### src/hdl/prefetch_settings.svh
/*
 * prefetch engine settings
 * address split, stride table size, confidence and counter widths
 */
`ifndef PREFETCH_SETTINGS_SVH
`define PREFETCH_SETTINGS_SVH

// byte address
`define PREF_ADDR_WIDTH     32
// 2 word bits plus 3 line bits
`define PREF_LINE_OFFSET    5
`define PREF_LINE_WIDTH     (`PREF_ADDR_WIDTH - `PREF_LINE_OFFSET)

// 16 entries, indexed by pc[5:2]
`define PREF_INDEX_WIDTH    4

// 2-bit confidence
`define PREF_CONF_MAX       3
`define PREF_CONF_THRESHOLD 2

`define PREF_STAT_WIDTH     16

`endif

### src/hdl/prefetch_pkg.sv
/*
 * prefetch engine types
 * issue states, request kinds and the stride table entry
 */
`include "prefetch_settings.svh"

package prefetch_pkg;

    typedef enum logic {
        IDLE = 1'b0,
        REQ  = 1'b1
    } pref_state_e;

    // same encoding as the L2 request type
    typedef enum logic {
        KIND_INST = 1'b0,
        KIND_DATA = 1'b1
    } pref_kind_e;

    typedef struct packed {
        logic                                           valid;
        logic [`PREF_ADDR_WIDTH-`PREF_INDEX_WIDTH-3:0]  tag;
        logic [`PREF_LINE_WIDTH-1:0]                    last_line;
        logic [`PREF_LINE_WIDTH-1:0]                    stride;
        logic [1:0]                                     conf;
    } stride_entry_t;

endpackage

### src/hdl/pref_feedback_if.sv
/*
 * completion feedback from the issue FSM to the predictors
 */
`timescale 1ns/1ps
`include "prefetch_settings.svh"

interface pref_feedback_if;

    logic                           update;
    logic                           hit;
    prefetch_pkg::pref_kind_e       kind;
    logic [`PREF_LINE_WIDTH-1:0]    line;
    logic [`PREF_INDEX_WIDTH-1:0]   index;

    modport issuer (
        output update, hit, kind, line, index
    );

    modport predictor (
        input update, hit, kind, line, index
    );

endinterface

### src/hdl/data_stride_table.sv
/*
 * data side stride table, indexed by load pc
 * confident entries propose line+stride, L2 hits lower confidence
 */
`timescale 1ns/1ps
`include "prefetch_settings.svh"

module data_stride_table (
    input  logic                         clk,
    input  logic                         rstn,
    input  logic [`PREF_ADDR_WIDTH-1:0]  pc,
    input  logic [`PREF_ADDR_WIDTH-1:0]  addr,
    input  logic                         access_valid,
    input  logic                         anneal_valid,
    input  logic [`PREF_ADDR_WIDTH-1:0]  anneal_pc,
    pref_feedback_if.predictor           fb,
    output logic                         cand_valid,
    output logic [`PREF_LINE_WIDTH-1:0]  cand_line,
    output logic [`PREF_INDEX_WIDTH-1:0] cand_index
);

    localparam int ENTRIES   = 1 << `PREF_INDEX_WIDTH;
    localparam int TAG_LSB   = `PREF_INDEX_WIDTH + 2;

    prefetch_pkg::stride_entry_t table_q [ENTRIES];
    prefetch_pkg::stride_entry_t entry;
    prefetch_pkg::stride_entry_t entry_new;

    logic [`PREF_INDEX_WIDTH-1:0]         acc_idx;
    logic [`PREF_INDEX_WIDTH-1:0]         ann_idx;
    logic [`PREF_ADDR_WIDTH-TAG_LSB-1:0]  acc_tag;
    logic [`PREF_LINE_WIDTH-1:0]          acc_line;
    logic [`PREF_LINE_WIDTH-1:0]          new_stride;
    logic                                 tag_hit;
    logic                                 same_stride;
    logic                                 issue;
    logic                                 fb_apply;
    logic                                 ann_apply;

    assign acc_idx  = pc[TAG_LSB-1:2];
    assign acc_tag  = pc[`PREF_ADDR_WIDTH-1:TAG_LSB];
    assign ann_idx  = anneal_pc[TAG_LSB-1:2];
    assign acc_line = addr[`PREF_ADDR_WIDTH-1:`PREF_LINE_OFFSET];

    assign entry       = table_q[acc_idx];
    assign tag_hit     = entry.valid && entry.tag == acc_tag;
    assign new_stride  = acc_line - entry.last_line;
    assign same_stride = new_stride == entry.stride && new_stride != '0;

    // updated entry for the current access
    always_comb begin
        entry_new.valid     = 1'b1;
        entry_new.tag       = acc_tag;
        entry_new.last_line = acc_line;
        if (!tag_hit) begin
            entry_new.stride = '0;
            entry_new.conf   = '0;
        end else if (same_stride) begin
            entry_new.stride = entry.stride;
            if (entry.conf == 2'(`PREF_CONF_MAX)) begin
                entry_new.conf = entry.conf;
            end else begin
                entry_new.conf = entry.conf + 1'b1;
            end
        end else begin
            entry_new.stride = new_stride;
            entry_new.conf   = '0;
        end
    end

    assign issue = tag_hit && entry_new.conf >= 2'(`PREF_CONF_THRESHOLD);

    // a useless prefetch (L2 already had the line) costs confidence
    assign fb_apply = fb.update && fb.hit && fb.kind == prefetch_pkg::KIND_DATA
                      && !(access_valid && acc_idx == fb.index);
    assign ann_apply = anneal_valid && !(access_valid && acc_idx == ann_idx);

    always_ff @(posedge clk) begin
        if (!rstn) begin
            for (int i = 0; i < ENTRIES; i++) begin
                table_q[i].valid <= 1'b0;
            end
        end else begin
            if (fb_apply && table_q[fb.index].conf != 2'd0) begin
                table_q[fb.index].conf <= table_q[fb.index].conf - 1'b1;
            end
            if (ann_apply) begin
                table_q[ann_idx].valid <= 1'b0;
            end
            if (access_valid) begin
                table_q[acc_idx] <= entry_new;
            end
        end
    end

    always_ff @(posedge clk) begin
        if (!rstn) begin
            cand_valid <= 1'b0;
        end else begin
            cand_valid <= access_valid && issue;
        end
    end

    // stride is unchanged when issuing
    always_ff @(posedge clk) begin
        if (access_valid) begin
            cand_line  <= acc_line + entry_new.stride;
            cand_index <= acc_idx;
        end
    end

endmodule

### src/hdl/inst_next_line.sv
/*
 * instruction side next-line predictor
 * proposes line+1 whenever the fetch line changes
 */
`timescale 1ns/1ps
`include "prefetch_settings.svh"

module inst_next_line (
    input  logic                        clk,
    input  logic                        rstn,
    input  logic [`PREF_ADDR_WIDTH-1:0] fetch_addr,
    input  logic                        anneal_inst,
    pref_feedback_if.predictor          fb,
    output logic                        cand_valid,
    output logic [`PREF_LINE_WIDTH-1:0] cand_line
);

    logic [`PREF_LINE_WIDTH-1:0] fetch_line;
    logic [`PREF_LINE_WIDTH-1:0] last_line;
    logic                        last_valid;

    assign fetch_line = fetch_addr[`PREF_ADDR_WIDTH-1:`PREF_LINE_OFFSET];

    // next-line prediction needs no training, fb is bound only
    always_ff @(posedge clk) begin
        if (!rstn) begin
            last_valid <= 1'b0;
            cand_valid <= 1'b0;
        end else begin
            cand_valid <= 1'b0;
            if (anneal_inst) begin
                last_valid <= 1'b0;
            end else if (!last_valid || fetch_line != last_line) begin
                last_valid <= 1'b1;
                cand_valid <= 1'b1;
            end
        end
    end

    // payload
    always_ff @(posedge clk) begin
        if (!anneal_inst && (!last_valid || fetch_line != last_line)) begin
            last_line <= fetch_line;
            cand_line <= fetch_line + 1'b1;
        end
    end

endmodule

### src/hdl/pref_issue_fsm.sv
/*
 * prefetch issue FSM, data candidates ahead of instruction
 * holds one request open to the L2 until it completes
 */
`timescale 1ns/1ps
`include "prefetch_settings.svh"

module pref_issue_fsm (
    input  logic                            clk,
    input  logic                            rstn,
    input  logic                            inst_cand_valid,
    input  logic [`PREF_LINE_WIDTH-1:0]     inst_cand_line,
    input  logic                            data_cand_valid,
    input  logic [`PREF_LINE_WIDTH-1:0]     data_cand_line,
    input  logic [`PREF_INDEX_WIDTH-1:0]    data_cand_index,
    input  logic                            complete,
    input  logic                            hit,
    pref_feedback_if.issuer                 fb,
    output logic                            req,
    output prefetch_pkg::pref_kind_e        req_kind,
    output logic [`PREF_ADDR_WIDTH-1:0]     req_addr,
    output logic                            issued,
    output logic                            dropped,
    output logic                            completed,
    output logic                            completed_hit
);

    prefetch_pkg::pref_state_e      state_q;
    logic [`PREF_INDEX_WIDTH-1:0]   req_index;
    logic                           idle;
    logic                           any_cand;

    assign idle     = state_q == prefetch_pkg::IDLE;
    assign any_cand = data_cand_valid || inst_cand_valid;

    always_ff @(posedge clk) begin
        if (!rstn) begin
            state_q  <= prefetch_pkg::IDLE;
            req_addr <= '0;
            req_kind <= prefetch_pkg::KIND_INST;
        end else begin
            case (state_q)
                prefetch_pkg::IDLE: begin
                    if (data_cand_valid) begin
                        state_q  <= prefetch_pkg::REQ;
                        req_addr <= {data_cand_line, {`PREF_LINE_OFFSET{1'b0}}};
                        req_kind <= prefetch_pkg::KIND_DATA;
                    end else if (inst_cand_valid) begin
                        state_q  <= prefetch_pkg::REQ;
                        req_addr <= {inst_cand_line, {`PREF_LINE_OFFSET{1'b0}}};
                        req_kind <= prefetch_pkg::KIND_INST;
                    end
                end
                prefetch_pkg::REQ: begin
                    if (complete) begin
                        state_q <= prefetch_pkg::IDLE;
                    end
                end
                default: state_q <= prefetch_pkg::IDLE;
            endcase
        end
    end

    // table index only matters for data requests
    always_ff @(posedge clk) begin
        if (idle && data_cand_valid) begin
            req_index <= data_cand_index;
        end
    end

    assign req = state_q == prefetch_pkg::REQ;

    assign issued        = idle && any_cand;
    // anything lost while busy or by the instruction side on a tie
    assign dropped       = (!idle && any_cand) || (idle && data_cand_valid && inst_cand_valid);
    assign completed     = req && complete;
    assign completed_hit = completed && hit;

    assign fb.update = completed;
    assign fb.hit    = hit;
    assign fb.kind   = req_kind;
    assign fb.line   = req_addr[`PREF_ADDR_WIDTH-1:`PREF_LINE_OFFSET];
    assign fb.index  = req_index;

endmodule

### src/hdl/pref_stats.sv
/*
 * prefetch statistics, saturating event counters
 */
`timescale 1ns/1ps
`include "prefetch_settings.svh"

module pref_stats (
    input  logic                        clk,
    input  logic                        rstn,
    input  logic                        issued,
    input  logic                        dropped,
    input  logic                        completed,
    input  logic                        completed_hit,
    input  logic                        annealed,
    output logic [`PREF_STAT_WIDTH-1:0] stat_issued,
    output logic [`PREF_STAT_WIDTH-1:0] stat_dropped,
    output logic [`PREF_STAT_WIDTH-1:0] stat_completed,
    output logic [`PREF_STAT_WIDTH-1:0] stat_hit,
    output logic [`PREF_STAT_WIDTH-1:0] stat_anneal
);

    localparam int N_EVENTS = 5;

    logic [N_EVENTS-1:0]         events;
    logic [`PREF_STAT_WIDTH-1:0] cnt_q [N_EVENTS];

    assign events = {annealed, completed_hit, completed, dropped, issued};

    always_ff @(posedge clk) begin
        if (!rstn) begin
            for (int i = 0; i < N_EVENTS; i++) begin
                cnt_q[i] <= '0;
            end
        end else begin
            for (int i = 0; i < N_EVENTS; i++) begin
                // hold at all ones
                if (events[i] && cnt_q[i] != '1) begin
                    cnt_q[i] <= cnt_q[i] + 1'b1;
                end
            end
        end
    end

    assign stat_issued    = cnt_q[0];
    assign stat_dropped   = cnt_q[1];
    assign stat_completed = cnt_q[2];
    assign stat_hit       = cnt_q[3];
    assign stat_anneal    = cnt_q[4];

endmodule

### src/hdl/prefetching.sv
/*
 * L2 prefetch engine top level
 * next-line and stride predictors feeding one outstanding L2 request
 */
`timescale 1ns/1ps
`include "prefetch_settings.svh"

module prefetching (
    input  logic                        clk,
    input  logic                        rstn,
    // fetch side
    input  logic [`PREF_ADDR_WIDTH-1:0] pdc_pref_addr,
    // load side
    input  logic [`PREF_ADDR_WIDTH-1:0] dcache_pref_addr,
    input  logic [`PREF_ADDR_WIDTH-1:0] dcache_pref_pc,
    input  logic                        dcache_pref_valid,
    // annealing from L2, anneal_addr has no use here
    input  logic [`PREF_ADDR_WIDTH-1:0] anneal_addr,
    input  logic [`PREF_ADDR_WIDTH-1:0] anneal_pc,
    input  logic                        anneal_unhit,
    input  logic                        anneal_type,
    // L2 request
    output logic                        req_pref_l2cache,
    output logic                        type_pref_l2cache,
    output logic [`PREF_ADDR_WIDTH-1:0] addr_pref_l2cache,
    input  logic                        complete_l2cache_pref,
    input  logic                        hit_l2cache_pref,
    // statistics
    output logic [`PREF_STAT_WIDTH-1:0] stat_issued,
    output logic [`PREF_STAT_WIDTH-1:0] stat_dropped,
    output logic [`PREF_STAT_WIDTH-1:0] stat_completed,
    output logic [`PREF_STAT_WIDTH-1:0] stat_hit,
    output logic [`PREF_STAT_WIDTH-1:0] stat_anneal
);

    logic                           inst_cand_valid;
    logic [`PREF_LINE_WIDTH-1:0]    inst_cand_line;
    logic                           data_cand_valid;
    logic [`PREF_LINE_WIDTH-1:0]    data_cand_line;
    logic [`PREF_INDEX_WIDTH-1:0]   data_cand_index;
    logic                           anneal_inst;
    logic                           anneal_data;
    logic                           issued;
    logic                           dropped;
    logic                           completed;
    logic                           completed_hit;
    prefetch_pkg::pref_kind_e       req_kind;

    // anneal_type 1 is data, 0 is instruction
    assign anneal_data = anneal_unhit && anneal_type;
    assign anneal_inst = anneal_unhit && !anneal_type;

    assign type_pref_l2cache = req_kind;

    pref_feedback_if fb_if ();

    inst_next_line inst_next_line_inst (
        .clk        (clk),
        .rstn       (rstn),
        .fetch_addr (pdc_pref_addr),
        .anneal_inst(anneal_inst),
        .fb         (fb_if.predictor),
        .cand_valid (inst_cand_valid),
        .cand_line  (inst_cand_line)
    );

    data_stride_table data_stride_table_inst (
        .clk         (clk),
        .rstn        (rstn),
        .pc          (dcache_pref_pc),
        .addr        (dcache_pref_addr),
        .access_valid(dcache_pref_valid),
        .anneal_valid(anneal_data),
        .anneal_pc   (anneal_pc),
        .fb          (fb_if.predictor),
        .cand_valid  (data_cand_valid),
        .cand_line   (data_cand_line),
        .cand_index  (data_cand_index)
    );

    pref_issue_fsm pref_issue_fsm_inst (
        .clk            (clk),
        .rstn           (rstn),
        .inst_cand_valid(inst_cand_valid),
        .inst_cand_line (inst_cand_line),
        .data_cand_valid(data_cand_valid),
        .data_cand_line (data_cand_line),
        .data_cand_index(data_cand_index),
        .complete       (complete_l2cache_pref),
        .hit            (hit_l2cache_pref),
        .fb             (fb_if.issuer),
        .req            (req_pref_l2cache),
        .req_kind       (req_kind),
        .req_addr       (addr_pref_l2cache),
        .issued         (issued),
        .dropped        (dropped),
        .completed      (completed),
        .completed_hit  (completed_hit)
    );

    pref_stats pref_stats_inst (
        .clk           (clk),
        .rstn          (rstn),
        .issued        (issued),
        .dropped       (dropped),
        .completed     (completed),
        .completed_hit (completed_hit),
        .annealed      (anneal_unhit),
        .stat_issued   (stat_issued),
        .stat_dropped  (stat_dropped),
        .stat_completed(stat_completed),
        .stat_hit      (stat_hit),
        .stat_anneal   (stat_anneal)
    );

endmodule

### config.mk
export PLATFORM = sky130hd
export DESIGN_NAME = prefetching
export DESIGN_NICKNAME = d
export VERILOG_FILES = /design/src/hdl/prefetch_pkg.sv /design/src/hdl/pref_feedback_if.sv /design/src/hdl/data_stride_table.sv /design/src/hdl/inst_next_line.sv /design/src/hdl/pref_issue_fsm.sv /design/src/hdl/pref_stats.sv /design/src/hdl/prefetching.sv
export VERILOG_INCLUDE_DIRS = /design/src /design/src/hdl
export SDC_FILE = /design/constraint.sdc
export NUM_CORES = 2
export LEC_CHECK = 0
export BUFFER_PORTS_ARGS = -buffer_cell sky130_fd_sc_hd__buf_4
export CAP_MARGIN = 20
export CORE_UTILIZATION = 62
export CTS_CLUSTER_SIZE = 30
export DETAILED_ROUTE_END_ITERATION = 12
export PLACE_DENSITY = 0.81
export SYNTH_ARGS = -nofsm -noshare
export SYNTH_HDL_FRONTEND = slang
export SYNTH_SLANG_ARGS = --single-unit
### constraint.sdc
create_clock -name clk -period 11.18 [get_ports clk]
set_clock_uncertainty 0.2 [all_clocks]
set_input_delay 2.236 -clock clk [delete_from_list [all_inputs] [get_ports clk]]
set_output_delay 2.236 -clock clk [all_outputs]
set_load 0.1 [all_outputs]
==> impl_metrics.toml <==
[synthesis]
ys_top_cells_by_area = "edfxtp_1 69%, mux4_2 12%, xnor2_1 1.9%"
ys.flop_type = "edfxtp_1"
synth_adder_area_share_pct = 1.23
synth_warnings = 0
yosysTopAreaCell = "edfxtp_1"
synthXorXnorAreaFrac_pct = 3.29
synth.distinct_cells = 89
synth_cells = 3486
synth-simple-area-share_pct = 4.86
seq_area_frac_synth_pct = 70.8
syn_avg_cell_area_sq_um = 18.4
synth_top_family_by_area = "multiplexers"
yosys-top-cells-count = "1481 x edfxtp_1, 356 x mux4_2, 210 x nor2_1"
synth_mux_area_share_pct = 14.8
yosysMostFrequentCell = "edfxtp_1"
syn_area_sq_um = 64300
netlist.area_leader.share_pct = 69.2
synth-async-reset-ratio_pct = 0
synth_edf_count = 1481
ys_ff_latch = 1533
synth_compound_area_share_pct = 3.28

[sta]
tightest_slew_ps = 1130
finalCritPeriodShare_pct = 82.5
finalSetupViolations = 0
final_max_slew_viol_count = 0
relSlewSlack_pct = 24.7
fin_setup_tns_ps = 0
max_freq_ghz = 0.108
min_period_ps = 9220
hold_viol = 0
grt_setup_unrepaired = "false"

[cts]
ctsResizeCount = 0
insertion_delay_ps = 770
cts_tree = "yes"
clk_pin_slew_ps = 60
clock_sinks = 1533
cts_buffer_depth = 3
ctsRootBufferMaster = "clkbuf_16"
cts.hold.buffers_added = 0
post_cts_buffers = 0
htree_num_levels = 4
cts-buffers-inserted = 148

[floorplanning]
die_area_sq_um = 105000
rows = 117
fp.dieH_microns = 324
pin_count = 281
fp.coreArea_sq_um = 102000
start_util_pct = 62.8
dieWidth_microns = 324

[flow_run]
max_cap_violations = 0

[setup_path]
worstSetupEndpointType = "register"
start_kind = "input pin"
r2r_cells = 20
r2r_slack_ps = 3740
timing.rr.start = "data_stride_table_inst.table_q[2][77]"
path_max_fanout = 65
required_ps = 11480
crit_arrival_ps = 9520
timing.rr.end = "data_stride_table_inst.cand_line[26]"
path_class = "input pin to register"

[cells_and_area]
fin_area_sq_um = 72200
stdcell_count = 5255
drive_gt1_share_pct = 23.7
fin_util_pct = 70.6
nets = 3987
areaGrowthSynthToFinish_pct = 12.3

[pwr]
leakagePower_nw = 25.1
power.density_nw_per_um2 = 175
ir_drop_mv = 0.117

[drt]
vias_per_cell = 6.72
vias = 35328
drc_errors = 0
drt_iter0_markers = 4933
routedWlPerCell_microns = 29.9
drtAntennaViolNets = 0
drt-pass1-iter-count = 6
wl_mm = 157

[global_routing]
antenna_found_initial = 6
grt_pass1_wl_mm = 228
grt_pass1_vias = 35033
grt_overflow_total = 0
grt_max_degree = 94
grtUsageTotal_pct = 30.3

[worst_hold_path]
holdPathEnd = "pref_issue_fsm_inst.fb.index[1]"
holdPathStages = 0
worstHoldStart = "data_stride_table_inst.cand_index[1]"
worstHoldPathType = "register to register"

[placement]
place_hpwl_mm = 87.8
gp_congestion = 0.882
dp_cells = 4972
place_area_sq_um = 67400
portBuffers = 203

[status]
outcome = "finished clean"
critical path: stages:
cell and delay (ps):
buf_8 460, mux4_1 650, mux2i_1 320, o2bb2ai_1 270, or4_4 480, nor3_2 380, o2111ai_1 380, or2_1 320
buf_4 230, and2b_1 540, ha_1 360, o21ai_0 270, a21oi_1 160, o311a_1 430, a31oi_1 490, nor2_1 130
a211oi_1 420, a21oi_1 230, a211oi_1 380, a21oi_1 150, xnor2_1 140
report_power, final:
| group | internal (W) | switching [W] |
|---|---|---|
| Sequential | 0.00639 | 0.0000638 |
| Clock | 0.00277 | 0.00216 |
| Combinational | 0.000388 | 0.000833 |
flip-flops by register name, indices dropped and copies added (netlist names), named ones only:
register                           cells
pref_issue_fsm_inst.fb.index           4
inst_next_line_inst.cand_line         27
pref_issue_fsm_inst.req                1
data_stride_table_inst.cand_index      4
inst_next_line_inst.cand_valid         1
data_stride_table_inst.cand_line      27
pref_issue_fsm_inst.fb.kind            1
data_stride_table_inst.cand_valid      1
data_stride_table_inst.table_q      1328
inst_next_line_inst.last_line         27
inst_next_line_inst.last_valid         1
pref_issue_fsm_inst.req_addr          27
pref_stats_inst.cnt_q                 80
layout make-up:
| type | instances | area (sq um) |
|---|---|---|
| multi-input combinational | 1730 | 17700 |
| antenna | 4 | 10.0 |
| sequential | 1533 | 45500 |
| clock buffer | 188 | 3930 |
| fill | 5873 | 30100 |
| inverter | 67 | 284 |
| clock inverter | 86 | 835 |
| tap | 1368 | 1710 |
| timing repair buffer | 279 | 2220 |
per-stage QoR:
stage / setup WS, ps / hold slack (ps) / power (W)
4_1_cts: 2140 / 246 / 0.0126
3_3_place_gp: 1590 / 223 / 0.00774
5_1_grt: 1720 / 255 / 0.0129
3_5_place_dp: 1440 / 232 / 0.00777
2_1_floorplan: 995 / 220 / 0.00742
6_report: 1960 / 248 / 0.0126
layer usage:
| metal | up-vias | routed length (microns) | share of wire, % | GRT usage (%) |
|---|---|---|---|---|
| met5 | - | 0 | 0 | 0 |
| met4 | 0 | 5770 | 3.7 | 11.9 |
| met3 | 357 | 16400 | 10 | 5.76 |
| met2 | 2308 | 78000 | 50 | 50.1 |
| met1 | 18048 | 57200 | 36 | 40.3 |
| li1 | 14615 | - | - | - |
cells by family (layout without fill, tap and decap cells):
group | after synthesis | in the layout
mux | 475 | 475
xor+xnor | 238 | 238
flops | 1533 | 1533
compound gates | 302 | 302
buf+inv | 227 | 620
other cells | 1 | 9
simple gates | 648 | 648
fa+ha+maj | 62 | 62
layout by cell type, fill, tap and decap left out, drive strengths merged, types with 9 or more instances in the layout:
cell type	instances
bufinv	11
a211oi	30
a31oi	9
or2	14
mux4	371
dfxtp	52
o211ai	15
nor2b	34
o21ai	42
a221oi	11
and2	10
a21oi	50
nor2	211
clkbuf	188
mux2i	77
a22o	10
a21o	15
nand3	89
buf	279
nand2b	25
o22ai	45
nand4	34
and3	29
inv	79
clkinv	58
edfxtp	1481
xnor2	141
nor4	12
nor3	36
ha	59
xor2	95
nand2	124
mux2	27
worst max path at each step:
stage	startpoint	to	slack [ps]
after floorplan	dcache_pref_pc[4]	data_stride_table_inst.table_q[0][0]	1000
after global placement	dcache_pref_pc[3]	data_stride_table_inst.cand_line[26]	1590
after detailed placement	dcache_pref_pc[3]	data_stride_table_inst.cand_line[26]	1440
after CTS	dcache_pref_pc[3]	data_stride_table_inst.cand_line[26]	2140
after global routing	dcache_pref_pc[3]	data_stride_table_inst.cand_line[26]	1720
final	dcache_pref_pc[3]	data_stride_table_inst.cand_line[26]	1960
No activity file was read; power rests on OpenSTA's default activity.
